`config.mk`:
```
export PLATFORM = sky130hd
export DESIGN_NAME = cpu_top
export DESIGN_NICKNAME = d
export VERILOG_FILES = /design/src/hw/cpu_pkg.sv /design/src/hw/fetch_unit.sv /design/src/hw/decoder.sv /design/src/hw/reg_file.sv /design/src/hw/hazard_unit.sv /design/src/hw/execute_unit.sv /design/src/hw/cpu_top.sv
export SDC_FILE = /design/constraint.sdc
export NUM_CORES = 1
export LEC_CHECK = 0
export ABC_AREA = 1
export BUFFER_PORTS_ARGS = -buffer_cell sky130_fd_sc_hd__buf_2
export CAP_MARGIN = 20
export CORE_UTILIZATION = 60
export CTS_BUF_LIST = sky130_fd_sc_hd__clkbuf_8
export CTS_CLUSTER_SIZE = 20
export DETAILED_ROUTE_END_ITERATION = 6
export GPL_TIMING_DRIVEN = 1
export PLACE_DENSITY = 0.78
export SLEW_MARGIN = 10
export SYNTH_ARGS = -nofsm -noshare
export SYNTH_HDL_FRONTEND = slang
export SYNTH_SLANG_ARGS = --single-unit
```
`constraint.sdc`:
```
create_clock -name clk_50MHz -period 7.95 [get_ports clk_50MHz]
set_input_delay 0.3975 -clock clk_50MHz [delete_from_list [all_inputs] [get_ports clk_50MHz]]
set_output_delay 0.3975 -clock clk_50MHz [all_outputs]
set_load 0.02 [all_outputs]
```
`src/hw/cpu_pkg.sv`:
```
package cpu_pkg;

    typedef logic [15:0] data_t;
    typedef logic [15:0] addr_t;
    typedef logic [15:0] inst_t;
    typedef logic [2:0]  reg_addr_t;

    // instruction field positions
    localparam int OP_HI    = 15;
    localparam int OP_LO    = 11;
    localparam int RX_HI    = 10;
    localparam int RX_LO    = 8;
    localparam int RY_HI    = 7;
    localparam int RY_LO    = 5;
    localparam int RZ_HI    = 4;
    localparam int RZ_LO    = 2;
    localparam int FUNCT_HI = 1;
    localparam int FUNCT_LO = 0;
    localparam int IMM5_HI  = 4;
    localparam int IMM8_HI  = 7;
    localparam int IMM11_HI = 10;
    localparam int IMM_LO   = 0;

    // RRR function codes
    localparam logic [1:0] FUNCT_ADDU = 2'b01;
    localparam logic [1:0] FUNCT_SUBU = 2'b11;

    localparam int REG_COUNT = 8;

    typedef enum logic [4:0] {
        OP_NOP   = 5'b00001,
        OP_B     = 5'b00010,
        OP_BEQZ  = 5'b00100,
        OP_ADDIU = 5'b01001,
        OP_LI    = 5'b01101,
        OP_LW    = 5'b10011,
        OP_SW    = 5'b11011,
        OP_RRR   = 5'b11100
    } opcode_t;

    localparam inst_t NOP_INST = {OP_NOP, 11'b0};

    // zero encodings of these enums form the bubble
    typedef enum logic [1:0] {ALU_ADD, ALU_SUB, ALU_PASS_B} alu_op_t;
    typedef enum logic [1:0] {BR_NONE, BR_ALWAYS, BR_ZERO} branch_t;
    typedef enum logic       {WB_ALU, WB_MEM} wb_sel_t;
    typedef enum logic [1:0] {FWD_REG, FWD_MEM, FWD_WB} fwd_sel_t;

    typedef struct packed {
        alu_op_t   alu_op;
        logic      b_is_imm;
        logic      reg_write;
        wb_sel_t   wb_sel;
        logic      mem_read;
        logic      mem_write;
        branch_t   branch;
        reg_addr_t dest;
    } ctrl_t;

    typedef struct packed {
        ctrl_t     ctrl;
        addr_t     pc_next;
        data_t     a_data;
        data_t     b_data;
        data_t     imm;
        reg_addr_t rx;
        reg_addr_t ry;
    } id_ex_t;

    typedef struct packed {
        logic      reg_write;
        wb_sel_t   wb_sel;
        logic      mem_read;
        logic      mem_write;
        reg_addr_t dest;
        data_t     alu_result;
        data_t     store_data;
    } ex_mem_t;

    typedef struct packed {
        logic      reg_write;
        reg_addr_t dest;
        data_t     wb_data;
    } mem_wb_t;

endpackage

```
`src/hw/fetch_unit.sv`:
```
`timescale 1ns/100ps

module fetch_unit #(
    parameter cpu_pkg::addr_t RESET_PC = '0
) (
    input  logic           clk_50MHz,
    input  logic           rst,
    input  logic           load_stall,
    input  logic           branch_taken,
    input  cpu_pkg::addr_t branch_target,
    input  cpu_pkg::inst_t imem_data,
    output cpu_pkg::addr_t imem_addr,
    output cpu_pkg::inst_t if_inst,
    output cpu_pkg::addr_t if_pc_next
);

    cpu_pkg::addr_t pc;
    cpu_pkg::addr_t pc_plus_one;
    cpu_pkg::addr_t pc_sel;

    assign imem_addr   = pc;
    assign pc_plus_one = pc + 16'd1;

    // a taken branch wins over a load stall
    always_comb begin
        if (branch_taken) begin
            pc_sel = branch_target;
        end else if (load_stall) begin
            pc_sel = pc;
        end else begin
            pc_sel = pc_plus_one;
        end
    end

    always_ff @(posedge clk_50MHz or negedge rst) begin
        if (!rst) begin
            pc <= RESET_PC;
        end else begin
            pc <= pc_sel;
        end
    end

    // IF/ID register
    always_ff @(posedge clk_50MHz or negedge rst) begin
        if (!rst) begin
            if_inst    <= cpu_pkg::NOP_INST;
            if_pc_next <= RESET_PC;
        end else if (branch_taken) begin
            if_inst    <= cpu_pkg::NOP_INST;
            if_pc_next <= pc_plus_one;
        end else if (!load_stall) begin
            if_inst    <= imem_data;
            if_pc_next <= pc_plus_one;
        end
    end

endmodule

```
`src/hw/decoder.sv`:
```
`timescale 1ns/100ps

module decoder (
    input  cpu_pkg::inst_t inst,
    output cpu_pkg::ctrl_t ctrl,
    output cpu_pkg::data_t imm
);

    cpu_pkg::opcode_t   opcode;
    logic [1:0]         funct;
    cpu_pkg::reg_addr_t rx;
    cpu_pkg::reg_addr_t rz;
    cpu_pkg::data_t     imm_z8;
    cpu_pkg::data_t     imm_s8;
    cpu_pkg::data_t     imm_s5;
    cpu_pkg::data_t     imm_s11;

    assign opcode = cpu_pkg::opcode_t'(inst[cpu_pkg::OP_HI:cpu_pkg::OP_LO]);
    assign funct  = inst[cpu_pkg::FUNCT_HI:cpu_pkg::FUNCT_LO];
    assign rx     = inst[cpu_pkg::RX_HI:cpu_pkg::RX_LO];
    assign rz     = inst[cpu_pkg::RZ_HI:cpu_pkg::RZ_LO];

    // immediate extension
    assign imm_z8  = 16'(inst[cpu_pkg::IMM8_HI:cpu_pkg::IMM_LO]);
    assign imm_s8  = 16'($signed(inst[cpu_pkg::IMM8_HI:cpu_pkg::IMM_LO]));
    assign imm_s5  = 16'($signed(inst[cpu_pkg::IMM5_HI:cpu_pkg::IMM_LO]));
    assign imm_s11 = 16'($signed(inst[cpu_pkg::IMM11_HI:cpu_pkg::IMM_LO]));

    always_comb begin
        // all-zero control is a bubble
        ctrl = '0;
        imm  = '0;
        case (opcode)
            cpu_pkg::OP_LI: begin
                ctrl.alu_op    = cpu_pkg::ALU_PASS_B;
                ctrl.b_is_imm  = 1'b1;
                ctrl.reg_write = 1'b1;
                ctrl.dest      = rx;
                imm            = imm_z8;
            end
            cpu_pkg::OP_ADDIU: begin
                ctrl.b_is_imm  = 1'b1;
                ctrl.reg_write = 1'b1;
                ctrl.dest      = rx;
                imm            = imm_s8;
            end
            cpu_pkg::OP_RRR: begin
                if (funct == cpu_pkg::FUNCT_ADDU || funct == cpu_pkg::FUNCT_SUBU) begin
                    ctrl.alu_op    = (funct == cpu_pkg::FUNCT_SUBU) ?
                                     cpu_pkg::ALU_SUB : cpu_pkg::ALU_ADD;
                    ctrl.reg_write = 1'b1;
                    ctrl.dest      = rz;
                end
            end
            cpu_pkg::OP_LW: begin
                // rx <- mem[rx + imm5]
                ctrl.b_is_imm  = 1'b1;
                ctrl.reg_write = 1'b1;
                ctrl.wb_sel    = cpu_pkg::WB_MEM;
                ctrl.mem_read  = 1'b1;
                ctrl.dest      = rx;
                imm            = imm_s5;
            end
            cpu_pkg::OP_SW: begin
                // mem[rx + imm5] <- ry
                ctrl.b_is_imm  = 1'b1;
                ctrl.mem_write = 1'b1;
                imm            = imm_s5;
            end
            cpu_pkg::OP_B: begin
                ctrl.branch = cpu_pkg::BR_ALWAYS;
                imm         = imm_s11;
            end
            cpu_pkg::OP_BEQZ: begin
                ctrl.branch = cpu_pkg::BR_ZERO;
                imm         = imm_s8;
            end
            // nop and unknown opcodes stay a bubble
            default: ;
        endcase
    end

endmodule

```
`src/hw/reg_file.sv`:
```
`timescale 1ns/100ps

module reg_file (
    input  logic               clk_50MHz,
    input  logic               rst,
    input  cpu_pkg::reg_addr_t rd_addr_a,
    input  cpu_pkg::reg_addr_t rd_addr_b,
    input  cpu_pkg::mem_wb_t   wb,
    output cpu_pkg::data_t     rd_data_a,
    output cpu_pkg::data_t     rd_data_b
);

    cpu_pkg::data_t regs [cpu_pkg::REG_COUNT];

    always_ff @(posedge clk_50MHz or negedge rst) begin
        if (!rst) begin
            for (int i = 0; i < cpu_pkg::REG_COUNT; i++) begin
                regs[i] <= '0;
            end
        end else if (wb.reg_write) begin
            regs[wb.dest] <= wb.wb_data;
        end
    end

    // write-through so decode sees a same-cycle writeback
    assign rd_data_a = (wb.reg_write && wb.dest == rd_addr_a) ? wb.wb_data : regs[rd_addr_a];
    assign rd_data_b = (wb.reg_write && wb.dest == rd_addr_b) ? wb.wb_data : regs[rd_addr_b];

endmodule

```
`src/hw/hazard_unit.sv`:
```
`timescale 1ns/100ps

module hazard_unit (
    input  cpu_pkg::reg_addr_t id_rx,
    input  cpu_pkg::reg_addr_t id_ry,
    input  logic               id_b_is_imm,
    input  cpu_pkg::id_ex_t    ex,
    input  cpu_pkg::ex_mem_t   mem,
    input  cpu_pkg::mem_wb_t   wb,
    output logic               load_stall,
    output cpu_pkg::fwd_sel_t  fwd_a_sel,
    output cpu_pkg::fwd_sel_t  fwd_b_sel
);

    logic hit_a;
    logic hit_b;

    // youngest pending writer first; a load in EX/MEM has no data yet
    function automatic cpu_pkg::fwd_sel_t pick_source(
        input cpu_pkg::reg_addr_t src,
        input cpu_pkg::ex_mem_t   m,
        input cpu_pkg::mem_wb_t   w
    );
        cpu_pkg::fwd_sel_t sel;
        if (m.reg_write && !m.mem_read && m.dest == src) begin
            sel = cpu_pkg::FWD_MEM;
        end else if (w.reg_write && w.dest == src) begin
            sel = cpu_pkg::FWD_WB;
        end else begin
            sel = cpu_pkg::FWD_REG;
        end
        return sel;
    endfunction

    // ************************************************************************
    // load-use detection
    // ************************************************************************

    // rx is taken as read whenever it might be, a spare bubble is harmless
    assign hit_a = (ex.ctrl.dest == id_rx);
    assign hit_b = !id_b_is_imm && (ex.ctrl.dest == id_ry);

    assign load_stall = ex.ctrl.mem_read && (hit_a || hit_b);

    // ************************************************************************
    // forwarding into execute
    // ************************************************************************

    always_comb begin
        fwd_a_sel = pick_source(ex.rx, mem, wb);
        fwd_b_sel = pick_source(ex.ry, mem, wb);
    end

endmodule

```
`src/hw/execute_unit.sv`:
```
`timescale 1ns/100ps

module execute_unit (
    input  cpu_pkg::id_ex_t   ex,
    input  cpu_pkg::fwd_sel_t fwd_a_sel,
    input  cpu_pkg::fwd_sel_t fwd_b_sel,
    input  cpu_pkg::data_t    mem_fwd,
    input  cpu_pkg::data_t    wb_fwd,
    output cpu_pkg::ex_mem_t  result,
    output logic              branch_taken,
    output cpu_pkg::addr_t    branch_target
);

    cpu_pkg::data_t op_a;
    cpu_pkg::data_t ry_val;
    cpu_pkg::data_t op_b;
    cpu_pkg::data_t alu_y;

    function automatic cpu_pkg::data_t resolve(
        input cpu_pkg::fwd_sel_t sel,
        input cpu_pkg::data_t    reg_val,
        input cpu_pkg::data_t    mem_val,
        input cpu_pkg::data_t    wb_val
    );
        cpu_pkg::data_t val;
        case (sel)
            cpu_pkg::FWD_MEM: val = mem_val;
            cpu_pkg::FWD_WB:  val = wb_val;
            default:          val = reg_val;
        endcase
        return val;
    endfunction

    // operand muxes
    assign op_a   = resolve(fwd_a_sel, ex.a_data, mem_fwd, wb_fwd);
    assign ry_val = resolve(fwd_b_sel, ex.b_data, mem_fwd, wb_fwd);
    assign op_b   = ex.ctrl.b_is_imm ? ex.imm : ry_val;

    always_comb begin
        case (ex.ctrl.alu_op)
            cpu_pkg::ALU_SUB:    alu_y = op_a - op_b;
            cpu_pkg::ALU_PASS_B: alu_y = op_b;
            default:             alu_y = op_a + op_b;
        endcase
    end

    always_comb begin
        result.reg_write  = ex.ctrl.reg_write;
        result.wb_sel     = ex.ctrl.wb_sel;
        result.mem_read   = ex.ctrl.mem_read;
        result.mem_write  = ex.ctrl.mem_write;
        result.dest       = ex.ctrl.dest;
        result.alu_result = alu_y;
        result.store_data = ry_val;
    end

    // branch resolution, target relative to the next pc
    assign branch_target = ex.pc_next + ex.imm;

    always_comb begin
        case (ex.ctrl.branch)
            cpu_pkg::BR_ALWAYS: branch_taken = 1'b1;
            cpu_pkg::BR_ZERO:   branch_taken = (op_a == '0);
            default:            branch_taken = 1'b0;
        endcase
    end

endmodule

```
`src/hw/cpu_top.sv`:
```
`timescale 1ns/100ps

module cpu_top #(
    parameter cpu_pkg::addr_t RESET_PC = '0
) (
    input  logic           clk_50MHz,
    input  logic           rst,
    output cpu_pkg::addr_t imem_addr,
    input  cpu_pkg::inst_t imem_data,
    output cpu_pkg::addr_t dmem_addr,
    output cpu_pkg::data_t dmem_wdata,
    output logic           dmem_we,
    input  cpu_pkg::data_t dmem_rdata
);

    cpu_pkg::inst_t     if_inst;
    cpu_pkg::addr_t     if_pc_next;
    logic               load_stall;
    logic               branch_taken;
    cpu_pkg::addr_t     branch_target;

    cpu_pkg::ctrl_t     dec_ctrl;
    cpu_pkg::data_t     dec_imm;
    cpu_pkg::reg_addr_t id_rx;
    cpu_pkg::reg_addr_t id_ry;
    cpu_pkg::data_t     rf_data_a;
    cpu_pkg::data_t     rf_data_b;
    logic               id_b_is_imm;

    cpu_pkg::id_ex_t    id_ex_d;
    cpu_pkg::id_ex_t    id_ex;
    cpu_pkg::fwd_sel_t  fwd_a_sel;
    cpu_pkg::fwd_sel_t  fwd_b_sel;
    cpu_pkg::ex_mem_t   ex_result;
    cpu_pkg::ex_mem_t   ex_mem;
    cpu_pkg::mem_wb_t   mem_wb_d;
    cpu_pkg::mem_wb_t   mem_wb;

    // ************************************************************************
    // fetch and decode
    // ************************************************************************

    fetch_unit #(.RESET_PC(RESET_PC)) u_fetch (
        .clk_50MHz     (clk_50MHz),
        .rst           (rst),
        .load_stall    (load_stall),
        .branch_taken  (branch_taken),
        .branch_target (branch_target),
        .imem_data     (imem_data),
        .imem_addr     (imem_addr),
        .if_inst       (if_inst),
        .if_pc_next    (if_pc_next)
    );

    decoder u_decoder (
        .inst (if_inst),
        .ctrl (dec_ctrl),
        .imm  (dec_imm)
    );

    assign id_rx = if_inst[cpu_pkg::RX_HI:cpu_pkg::RX_LO];
    assign id_ry = if_inst[cpu_pkg::RY_HI:cpu_pkg::RY_LO];

    reg_file u_reg_file (
        .clk_50MHz (clk_50MHz),
        .rst       (rst),
        .rd_addr_a (id_rx),
        .rd_addr_b (id_ry),
        .wb        (mem_wb),
        .rd_data_a (rf_data_a),
        .rd_data_b (rf_data_b)
    );

    // a store reads ry as its data even though operand b is the immediate
    assign id_b_is_imm = dec_ctrl.b_is_imm && !dec_ctrl.mem_write;

    hazard_unit u_hazard (
        .id_rx       (id_rx),
        .id_ry       (id_ry),
        .id_b_is_imm (id_b_is_imm),
        .ex          (id_ex),
        .mem         (ex_mem),
        .wb          (mem_wb),
        .load_stall  (load_stall),
        .fwd_a_sel   (fwd_a_sel),
        .fwd_b_sel   (fwd_b_sel)
    );

    always_comb begin
        id_ex_d.ctrl    = dec_ctrl;
        id_ex_d.pc_next = if_pc_next;
        id_ex_d.a_data  = rf_data_a;
        id_ex_d.b_data  = rf_data_b;
        id_ex_d.imm     = dec_imm;
        id_ex_d.rx      = id_rx;
        id_ex_d.ry      = id_ry;
    end

    // ID/EX, bubble on load stall or taken branch
    always_ff @(posedge clk_50MHz or negedge rst) begin
        if (!rst) begin
            id_ex <= '0;
        end else if (load_stall || branch_taken) begin
            id_ex <= '0;
        end else begin
            id_ex <= id_ex_d;
        end
    end

    // ************************************************************************
    // execute, memory, writeback
    // ************************************************************************

    execute_unit u_execute (
        .ex            (id_ex),
        .fwd_a_sel     (fwd_a_sel),
        .fwd_b_sel     (fwd_b_sel),
        .mem_fwd       (ex_mem.alu_result),
        .wb_fwd        (mem_wb.wb_data),
        .result        (ex_result),
        .branch_taken  (branch_taken),
        .branch_target (branch_target)
    );

    always_ff @(posedge clk_50MHz or negedge rst) begin
        if (!rst) begin
            ex_mem <= '0;
        end else begin
            ex_mem <= ex_result;
        end
    end

    assign dmem_addr  = ex_mem.alu_result;
    assign dmem_wdata = ex_mem.store_data;
    assign dmem_we    = ex_mem.mem_write;

    always_comb begin
        mem_wb_d.reg_write = ex_mem.reg_write;
        mem_wb_d.dest      = ex_mem.dest;
        mem_wb_d.wb_data   = (ex_mem.wb_sel == cpu_pkg::WB_MEM) ? dmem_rdata : ex_mem.alu_result;
    end

    always_ff @(posedge clk_50MHz or negedge rst) begin
        if (!rst) begin
            mem_wb <= '0;
        end else begin
            mem_wb <= mem_wb_d;
        end
    end

endmodule

```
==> results of run 1 <==
worst min-delay path by stage:
stage                        start                              to  slack (ns)  depth (start not counted)
2_1_floorplan                  rst          dmem_addr[0]$_DFF_PN0_        0.10                          0
3_3_place_gp   id_ex[78]$_DFF_PN0_            ex_mem[38]$_DFF_PN0_        0.33                          0
3_5_place_dp   id_ex[75]$_DFF_PN0_               dmem_we$_DFF_PN0_        0.34                          0
4_1_cts               imem_data[0]  u_fetch.if_inst[0]$_DFFE_PN0P_       0.007                          3
5_1_grt               imem_data[2]  u_fetch.if_inst[2]$_DFFE_PN0P_        0.03                          3
6_report            dmem_rdata[15]            mem_wb[15]$_DFF_PN0_        0.03                          3
placed cells by master, fill, tap and decap left out, drive strengths merged, types with 11 or more instances in the layout:
| master | n |
|---|---|
| nor3 | 21 |
| o21ai | 288 |
| nor2 | 264 |
| ha | 35 |
| or2 | 17 |
| a31oi | 23 |
| nand3 | 181 |
| o211ai | 24 |
| nand4 | 11 |
| clkbuf | 67 |
| a21oi | 64 |
| xor2 | 40 |
| xnor2 | 17 |
| buf | 107 |
| nand2 | 453 |
| dfrtp | 309 |
| clkinv | 14 |
| inv | 171 |
| o221ai | 42 |
cell type report:
type                       instances  area (µm²)  share of cell area
inverter                         162         617              0.0336
timing repair buffer             108         633              0.0345
multi-input combinational       1532        7790               0.424
sequential                       310        7760               0.422
clock buffer                      67         922              0.0502
tap                              378         473              0.0257
clock inverter                    25         178             0.00967
synthesized netlist by cell type, types with 4 or more instances:
library cell	count
a211oi_1	5
a21oi_1	63
a221oi_1	4
a31oi_1	23
a32o_1	9
buf_1	4
buf_2	7
buf_4	39
buf_6	13
clkbuf_1	98
dfrtp_1	309
ha_1	35
inv_1	151
inv_2	5
nand2_1	446
nand2_2	5
nand3_1	179
nand3b_1	6
nand4_1	11
nor2_1	262
nor3_1	21
o211ai_1	24
o21ai_0	259
o21ai_1	29
o221ai_1	42
o22ai_1	7
or2_1	6
or2_2	10
xnor2_1	17
xor2_1	40
critical path: cells and delay by family, from the launching register on:
family / cells / cell delay (ns)
compound gates: 2 / 0.52
xor+xnor: 1 / 0.08
fa+ha+maj: 2 / 0.51
buf+inv: 5 / 0.80
flops: 1 / 0.94
simple gates: 18 / 2.69
metal layers:
layer / GRT usage / up-vias / wire length, µm
met5: 0 / - / 0
met1: 0.468 / 7373 / 19600
li1: - / 7194 / -
met3: 0.0533 / 150 / 4540
met4: 0.150 / 0 / 2140
met2: 0.542 / 900 / 22200
per-stage QoR:
stage / hold WS (ns) / cells
after floorplan: 0.102 / 2165
after global placement: 0.334 / 2487
after detailed placement: 0.344 / 2488
after CTS: 0.00750 / 2581
after global routing: 0.0322 / 2582
final: 0.0271 / 2582
flip-flops by register name, summed over array words and instances, names as in the netlist:
| register | flops |
|---|---|
| u_reg_file.regs | 128 |
| dmem_we | 1 |
| ex_mem | 5 |
| mem_wb | 20 |
| id_ex | 76 |
| dmem_addr | 16 |
| u_fetch.imem_addr | 16 |
| dmem_wdata | 16 |
| u_fetch.if_inst | 16 |
| u_fetch.if_pc_next | 16 |
power by group through the flow:
stage / Combinational, µW / Clock [µW] / Sequential [µW]
6_report: 1240 / 1480 / 2100
3_5_place_dp: 1210 / 0 / 2120
5_1_grt: 1380 / 1570 / 2130
3_3_place_gp: 1190 / 0 / 2120
4_1_cts: 1220 / 1500 / 2100
2_1_floorplan: 919 / 0 / 2050
cells by family (layout without fill, tap and decap cells):
kind of cell,after synthesis,in the layout,share of synthesized area
buffers and inverters,323,362,0.0867
xor gates and xnor gates,57,57,0.0294
muxes,1,1,0.000663
DFF,310,310,0.457
and+or+nand+nor,957,957,0.235
AOI/OAI and AO/OA,480,480,0.164
adders and majority gates,37,37,0.0281
==> summary.md, run 1 <==
| Metric | Value |
|---|---|
| Outcome | `complete, no violations` |
| Worst ir drop on vdd | `roughly 0.00013 V` |
| Comb power frac | `0.256` |
| Total number of vias | `approximately 16,000` |
| GRT overflow | `0` |
| PortBufs | `82` |
| Post-CTS sizing | `0` |
| Reg2Reg Setup Slack | `between 2 and 2.5 ns` |
| DRC Markers | `0` |
| Setup Buffers After CTS | `0` |
| Initial Util | `0.610` |
| GRT Total Usage | `0.343` |
| Tot Pwr | `slightly below 5000 µW` |
| Root Buffer | `clkbuf_8` |
| Unrepaired setup endpoints after global routing | `false` |
| Static Leak | `0.00900 µW` |
| Max-Cap Viols | `0` |
| TritonCTS Buffers | `52` |
| Max-slew headroom | `0.321` |
| Worst-path clk slew | `0.06 ns` |
| Flops & latches, synth | `a little over 300` |
| Reg-to-Reg Start | `ex_mem[36]$_DFF_PN0_` |
| IO Count | `83` |
| Worst path required time | `about 8.4 ns` |
| Layout area overhead | `8.13%` |
| Final core occ | `0.660` |
| Nets@finish | `~2,200` |
| Reg power frac | `0.436` |
| Clock Power Share | `0.307` |
| # H-tree levels | `2` |
| First-pass DRT Iterations | `6` |
| Final hold vios | `0` |
| Async set or reset register ratio after synthesis | `1.00` |
| Core Area | `about 28,000 µm²` |
| Ys flop type | `dfrtp_1` |
| R2R Path End | `dmem_addr[15]$_DFF_PN0_` |
| Yosys warns | `0` |
| DPL Wire Length | `about 32,000 µm` |
| Slew @ Worst Pin | `1.01 ns` |
| GP Congestion | `between 0.9 and 1` |
| Fillers | `between 2,000 and 2,500` |
| Setup WS pre-CTS | `approximately 2.5 ns` |
| Seq/Total Area, Yosys | `0.457` |
| Crit-path slowest cell | `dfrtp_1` |
| Avg Cell Area, Syn | `about 8 µm²` |
| Initial antenna violation count | `1` |
| Hold_buf cts | `1` |
| CTS sink count | `310` |
| Vias per cell | `6.05` |
| Ant. Diodes | `0` |
| Setup TNS | `0 ns` |
| Minimum clock period | `about 5.7 ns` |
| Largest net degree at the start of global routing | `117` |
| # setup viols final | `0` |
| Max-slew violations | `0` |
| Fmax | `0.175 GHz` |
| Post-synth EDFFs | `0` |
| Die width | `between 150 and 200 µm` |
| Cell Int Power | `between 3000 and 4000 µW` |
| Worst-path fanout max | `33` |
| Fraction of layout cells with a size suffix above 1 | `0.103` |
| Crit start category | `flip-flop` |
| Synth area leader | `dfrtp_1` |
| PwrDens | `between 200 and 300 nW/µm²` |
| Post-DP Area | `17,200 µm²` |
| Setup CP Type | `flip-flop to flip-flop` |
| Bufs on Longest Clock Path | `3` |
| Site Rows | `slightly above 60` |
| Critical path's most frequent cell | `nand2_1` |
| Distinct cell type count after synthesis | `53` |
| Top-area cell type share of the netlist area | `0.455` |
| Synth top area cells | `dfrtp_1 (46%), nand2_1 (9.9%), o21ai_0 (7.6%), nor2_1 (5.8%), nand3_1 (5.3%)` |
| First-pass GRT wire length | `between 70,000 and 80,000 µm` |
| Final worst slack | `roughly 2.2 ns` |
| Syn_nets | `2,236` |
| CP Launch Point | `ex_mem[36]$_DFF_PN0_` |
| DRT iter0 DRCs | `about 2,300` |
| Worst Setup EP | `dmem_addr[15]$_DFF_PN0_` |
| Design Area, Final | `between 15,000 and 20,000 µm²` |
| Die height | `~170 µm` |
| Per-cell routed wire length | `~19 µm` |
| Routed WL | `roughly 49,000 µm` |
| Crit path DAT | `6.17 ns` |
| CP Capture Type | `flip-flop` |
| Mapped Cells | `about 2,200` |
| CTS tree | `done` |
| Vias in the first global route | `14,496` |
| Clock latency on the worst-skew pair | `between 0.5 and 0.6 ns` |
| Die ar. | `approximately 29,000 µm²` |
| Worst Reg-to-Reg Cells | `28` |
| Net Sw Frac | `0.360` |
| Clock Skews | `about 0.024 ns` |
| Largest stage delay on the critical path | `roughly 0.94 ns` |
| Post-Syn Area | `17,000 µm²` |
| Routed Antenna Nets | `0` |
| Switching pwr | `1740 µW` |
| Min-Delay Path Class | `input port to flip-flop` |
| Final period utilization | `0.717` |
Note: power is estimated with default switching activity, not from simulation.
==> run 2: changes to the inputs <==
--- a/config.mk
+++ b/config.mk
@@ -8,12 +8,12 @@
 export ABC_AREA = 1
 export BUFFER_PORTS_ARGS = -buffer_cell sky130_fd_sc_hd__buf_2
 export CAP_MARGIN = 20
-export CORE_UTILIZATION = 60
+export CORE_UTILIZATION = 58
 export CTS_BUF_LIST = sky130_fd_sc_hd__clkbuf_8
 export CTS_CLUSTER_SIZE = 20
 export DETAILED_ROUTE_END_ITERATION = 6
 export GPL_TIMING_DRIVEN = 1
-export PLACE_DENSITY = 0.78
+export PLACE_DENSITY = 0.79
 export SLEW_MARGIN = 10
 export SYNTH_ARGS = -nofsm -noshare
 export SYNTH_HDL_FRONTEND = slang
==> constraint.sdc (replaced) <==
create_clock -name clk_50MHz -period 5.2 [get_ports clk_50MHz]
set_input_delay 0.26 -clock clk_50MHz [delete_from_list [all_inputs] [get_ports clk_50MHz]]
set_output_delay 0.26 -clock clk_50MHz [all_outputs]
set_load 0.02 [all_outputs]
==> run 2 against run 1 <==
Net effect: fmax rose by 31%; core utilization fell by 0.61 points; critical path type unchanged; combinational power rose by 54%; largest power group unchanged; flip-flop and latch count did not move; sequential share of layout area fell by 0.97 points; die area rose by 3.4%; critical endpoint is now dmem_addr[13]$_DFF_PN0_; clock power rose by 50%; register-to-register slack got worse by 1.4 ns; final cell count rose by 1.9%.
==> summary.md, run 2 (synthesis results as in run 1) <==
| Metric | Value |
|---|---|
| Per-cell routed wire length | `19.0 µm (+0.89%)` |
| Minimum clock period | `4.36 ns (-1.34 ns)` |
| Worst ir drop on vdd | `0.000225 V (+73%)` |
| DRC Markers | `0 (unchanged)` |
| Routed Antenna Nets | `0 (unchanged)` |
| Layout area overhead | `10.7%` |
| Initial antenna violation count | `0 (-1)` |
| Initial Util | `0.590 (-0.0195)` |
| Die ar. | `30,000 µm² (+3.4%)` |
| Site Rows | `62 (+1.6%)` |
| IO Count | `83 (unchanged)` |
| Crit path DAT | `4.88 ns (-1.29 ns)` |
| Core Area | `28,800 µm² (+3.3%)` |
| Top flop regs | `u_reg_file.regs x128, id_ex x76, mem_wb x20` |
| DRT met1 WL | `20,100 µm (+2.6%)` |
| Ant. Diodes | `0 (unchanged)` |
| Setup Buffers After CTS | `0 (unchanged)` |
| Wire length on met2 | `23,000 µm (+3.6%)` |
| DRT iter0 DRCs | `1,878 (-19%)` |
| # H-tree levels | `2 (unchanged)` |
| Top sig layer | `met4` |
| Crit start category | `flip-flop` |
| GRT Total Usage | `0.339 (-0.00381)` |
| Setup TNS | `0 ns (unchanged)` |
| Worst-path fanout max | `16 (-52%)` |
| Bufs on Longest Clock Path | `3 (unchanged)` |
| DPL Wire Length | `32,400 µm (+1.9%)` |
| First-pass DRT Iterations | `6 (unchanged)` |
| Outcome | `complete, no violations` |
| First-pass GRT wire length | `80,400 µm (+4.2%)` |
| Nets@finish | `2,278 (+1.8%)` |
| Max-slew violations | `0 (unchanged)` |
| Die width | `173 µm (+1.7%)` |
| PortBufs | `82 (unchanged)` |
| Worst path required time | `5.72 ns (-2.69 ns)` |
| GRT overflow | `0 (unchanged)` |
| Static Leak | `0.00921 µW (+2.3%)` |
| Biggest register | `u_reg_file.regs` |
| Routed WL | `49,900 µm (+2.8%)` |
| Worst-path clk slew | `0.06 ns (about the same)` |
| CTS tree | `done` |
| Unrepaired setup endpoints after global routing | `false` |
| # setup viols final | `0 (unchanged)` |
| TritonCTS Buffers | `52 (unchanged)` |
| GP Congestion | `0.920 (-1.5%)` |
| Vias in the first global route | `15,323 (+5.7%)` |
| Die height | `173 µm (+1.7%)` |
| Commonest non-fill, non-tap cell in the layout | `nand2_1` |
| CP Capture Type | `flip-flop` |
| Tot Pwr | `7370 µW (+53%)` |
| Max-Cap Viols | `0 (unchanged)` |
| Max-slew headroom | `0.300 (-0.0206)` |
| PwrDens | `392 nW/µm² (+49%)` |
| Fmax | `0.229 GHz (+31%)` |
| Clock Skews | `0.0220 ns (-0.00223 ns)` |
| Largest net degree at the start of global routing | `122 (+4.3%)` |
| Met3 wire len | `4730 µm (+4.1%)` |
| Root Buffer | `clkbuf_8` |
| Final hold vios | `0 (unchanged)` |
| Fraction of layout cells with a size suffix above 1 | `0.103 (+0.000208)` |
| Setup CP Type | `flip-flop to flip-flop` |
| Largest register FFs | `128 (unchanged)` |
| Min-Delay Path Class | `input port to async pin` |
| Total number of vias | `15,733 (+0.74%)` |
| CTS sink count | `310 (unchanged)` |
| Final period utilization | `0.839 (+0.122)` |
| Clock latency on the worst-skew pair | `0.61 ns (+0.02 ns)` |
| Commonest non-fill, non-tap cells in the layout | `nand2_1 (445), dfrtp_1 (307), nor2_1 (262)` |
| Vias per cell | `5.98 (-1.2%)` |
| Slew @ Worst Pin | `1.05 ns (+0.0344 ns)` |
-- run 2: cell types whose count changed in the layout (fill, tap and decap cells not counted), sizes merged --
cell,previous run,this run
clkinv,14,9
clkinvlp,0,1
clkbuf,67,68
inv,171,178
buf,107,116
dlygate4sd3,1,33
bufinv,2,1
-- run 2: worst paths after layout --
path | from | endpoint | slack (ns) | cells past startpoint
max | id_ex[2]$_DFF_PN0_ | dmem_addr[13]$_DFF_PN0_ | 0.84 | 27
max reg2reg | id_ex[2]$_DFF_PN0_ | dmem_addr[13]$_DFF_PN0_ | 0.84 | 27
max in group asynchronous | rst | u_reg_file.regs[67]$_DFFE_PN0P_ | 3.76 | 3
min in group clk_50MHz | id_ex[78]$_DFF_PN0_ | ex_mem[38]$_DFF_PN0_ | 0.36 | 0
min | rst | dmem_addr[14]$_DFF_PN0_ | 0.30 | 2
min reg2reg | id_ex[78]$_DFF_PN0_ | ex_mem[38]$_DFF_PN0_ | 0.36 | 0
-- run 2: cell type report --
class                      instances  area (µm²)
fill                            2431        9980
timing repair buffer             149        1070
clock buffer                      68         936
multi-input combinational       1532        7790
clock inverter                    27         149
sequential                       310        7760
tap                              384         480
inverter                         162         617
-- run 2: where the power goes --
part | switching [µW] | internal (µW)
Clock | 1000 | 1220
Combinational | 1270 | 644
Sequential | 392 | 2840
Total | 2670 | 4700
-- run 2: worst max-delay path: stages, from the launching register on --
cell,delay (ns)
dfrtp_1,0.42
inv_2,0.08
nand2_1,0.05
nand2_1,0.07
nor2_1,0.05
nand2_1,0.18
inv_1,0.30
nand2_1,0.15
nand3_1,0.12
nand2_1,0.09
nand2_1,0.11
inv_1,0.10
ha_1,0.16
inv_1,0.04
nor2_1,0.13
nand3_1,0.11
nor2_1,0.23
nand2_1,0.08
nand2_1,0.09
xor2_1,0.17
ha_1,0.30
nand2_1,0.13
nor2_1,0.06
a211oi_1,0.17
o211ai_1,0.25
a31o_2,0.27
or2_2,0.27
a31oi_1,0.12
-- run 2: per-stage QoR --
step	cell area, µm²	instances	hold slack (ns)	worst slack (ns)	util
5_1_grt	18800	2632	0.358	0.263	0.653
4_1_cts	18700	2630	0.336	0.913	0.651
2_1_floorplan	17000	2165	-0.0356	1.60	-
3_5_place_dp	17300	2502	0.340	0.931	0.602
3_3_place_gp	17300	2501	0.337	1.06	0.602
6_report	18800	2632	0.304	0.836	0.653
-- run 2: timing repair --
| item | CTS | global route |
|---|---|---|
| setup endpoints to repair | 0 | 0 |
| endpoints found under the hold margin | 141 | 0 |
| resized for setup | 0 | 0 |
| hold buffers | 33 | 0 |
-- run 2: layer usage --
metal | track usage | vias up
met1 | 0.452 | 7469
met2 | 0.535 | 839
li1 | - | 7278
met5 | 0 | -
met3 | 0.0640 | 147
met4 | 0.163 | 0
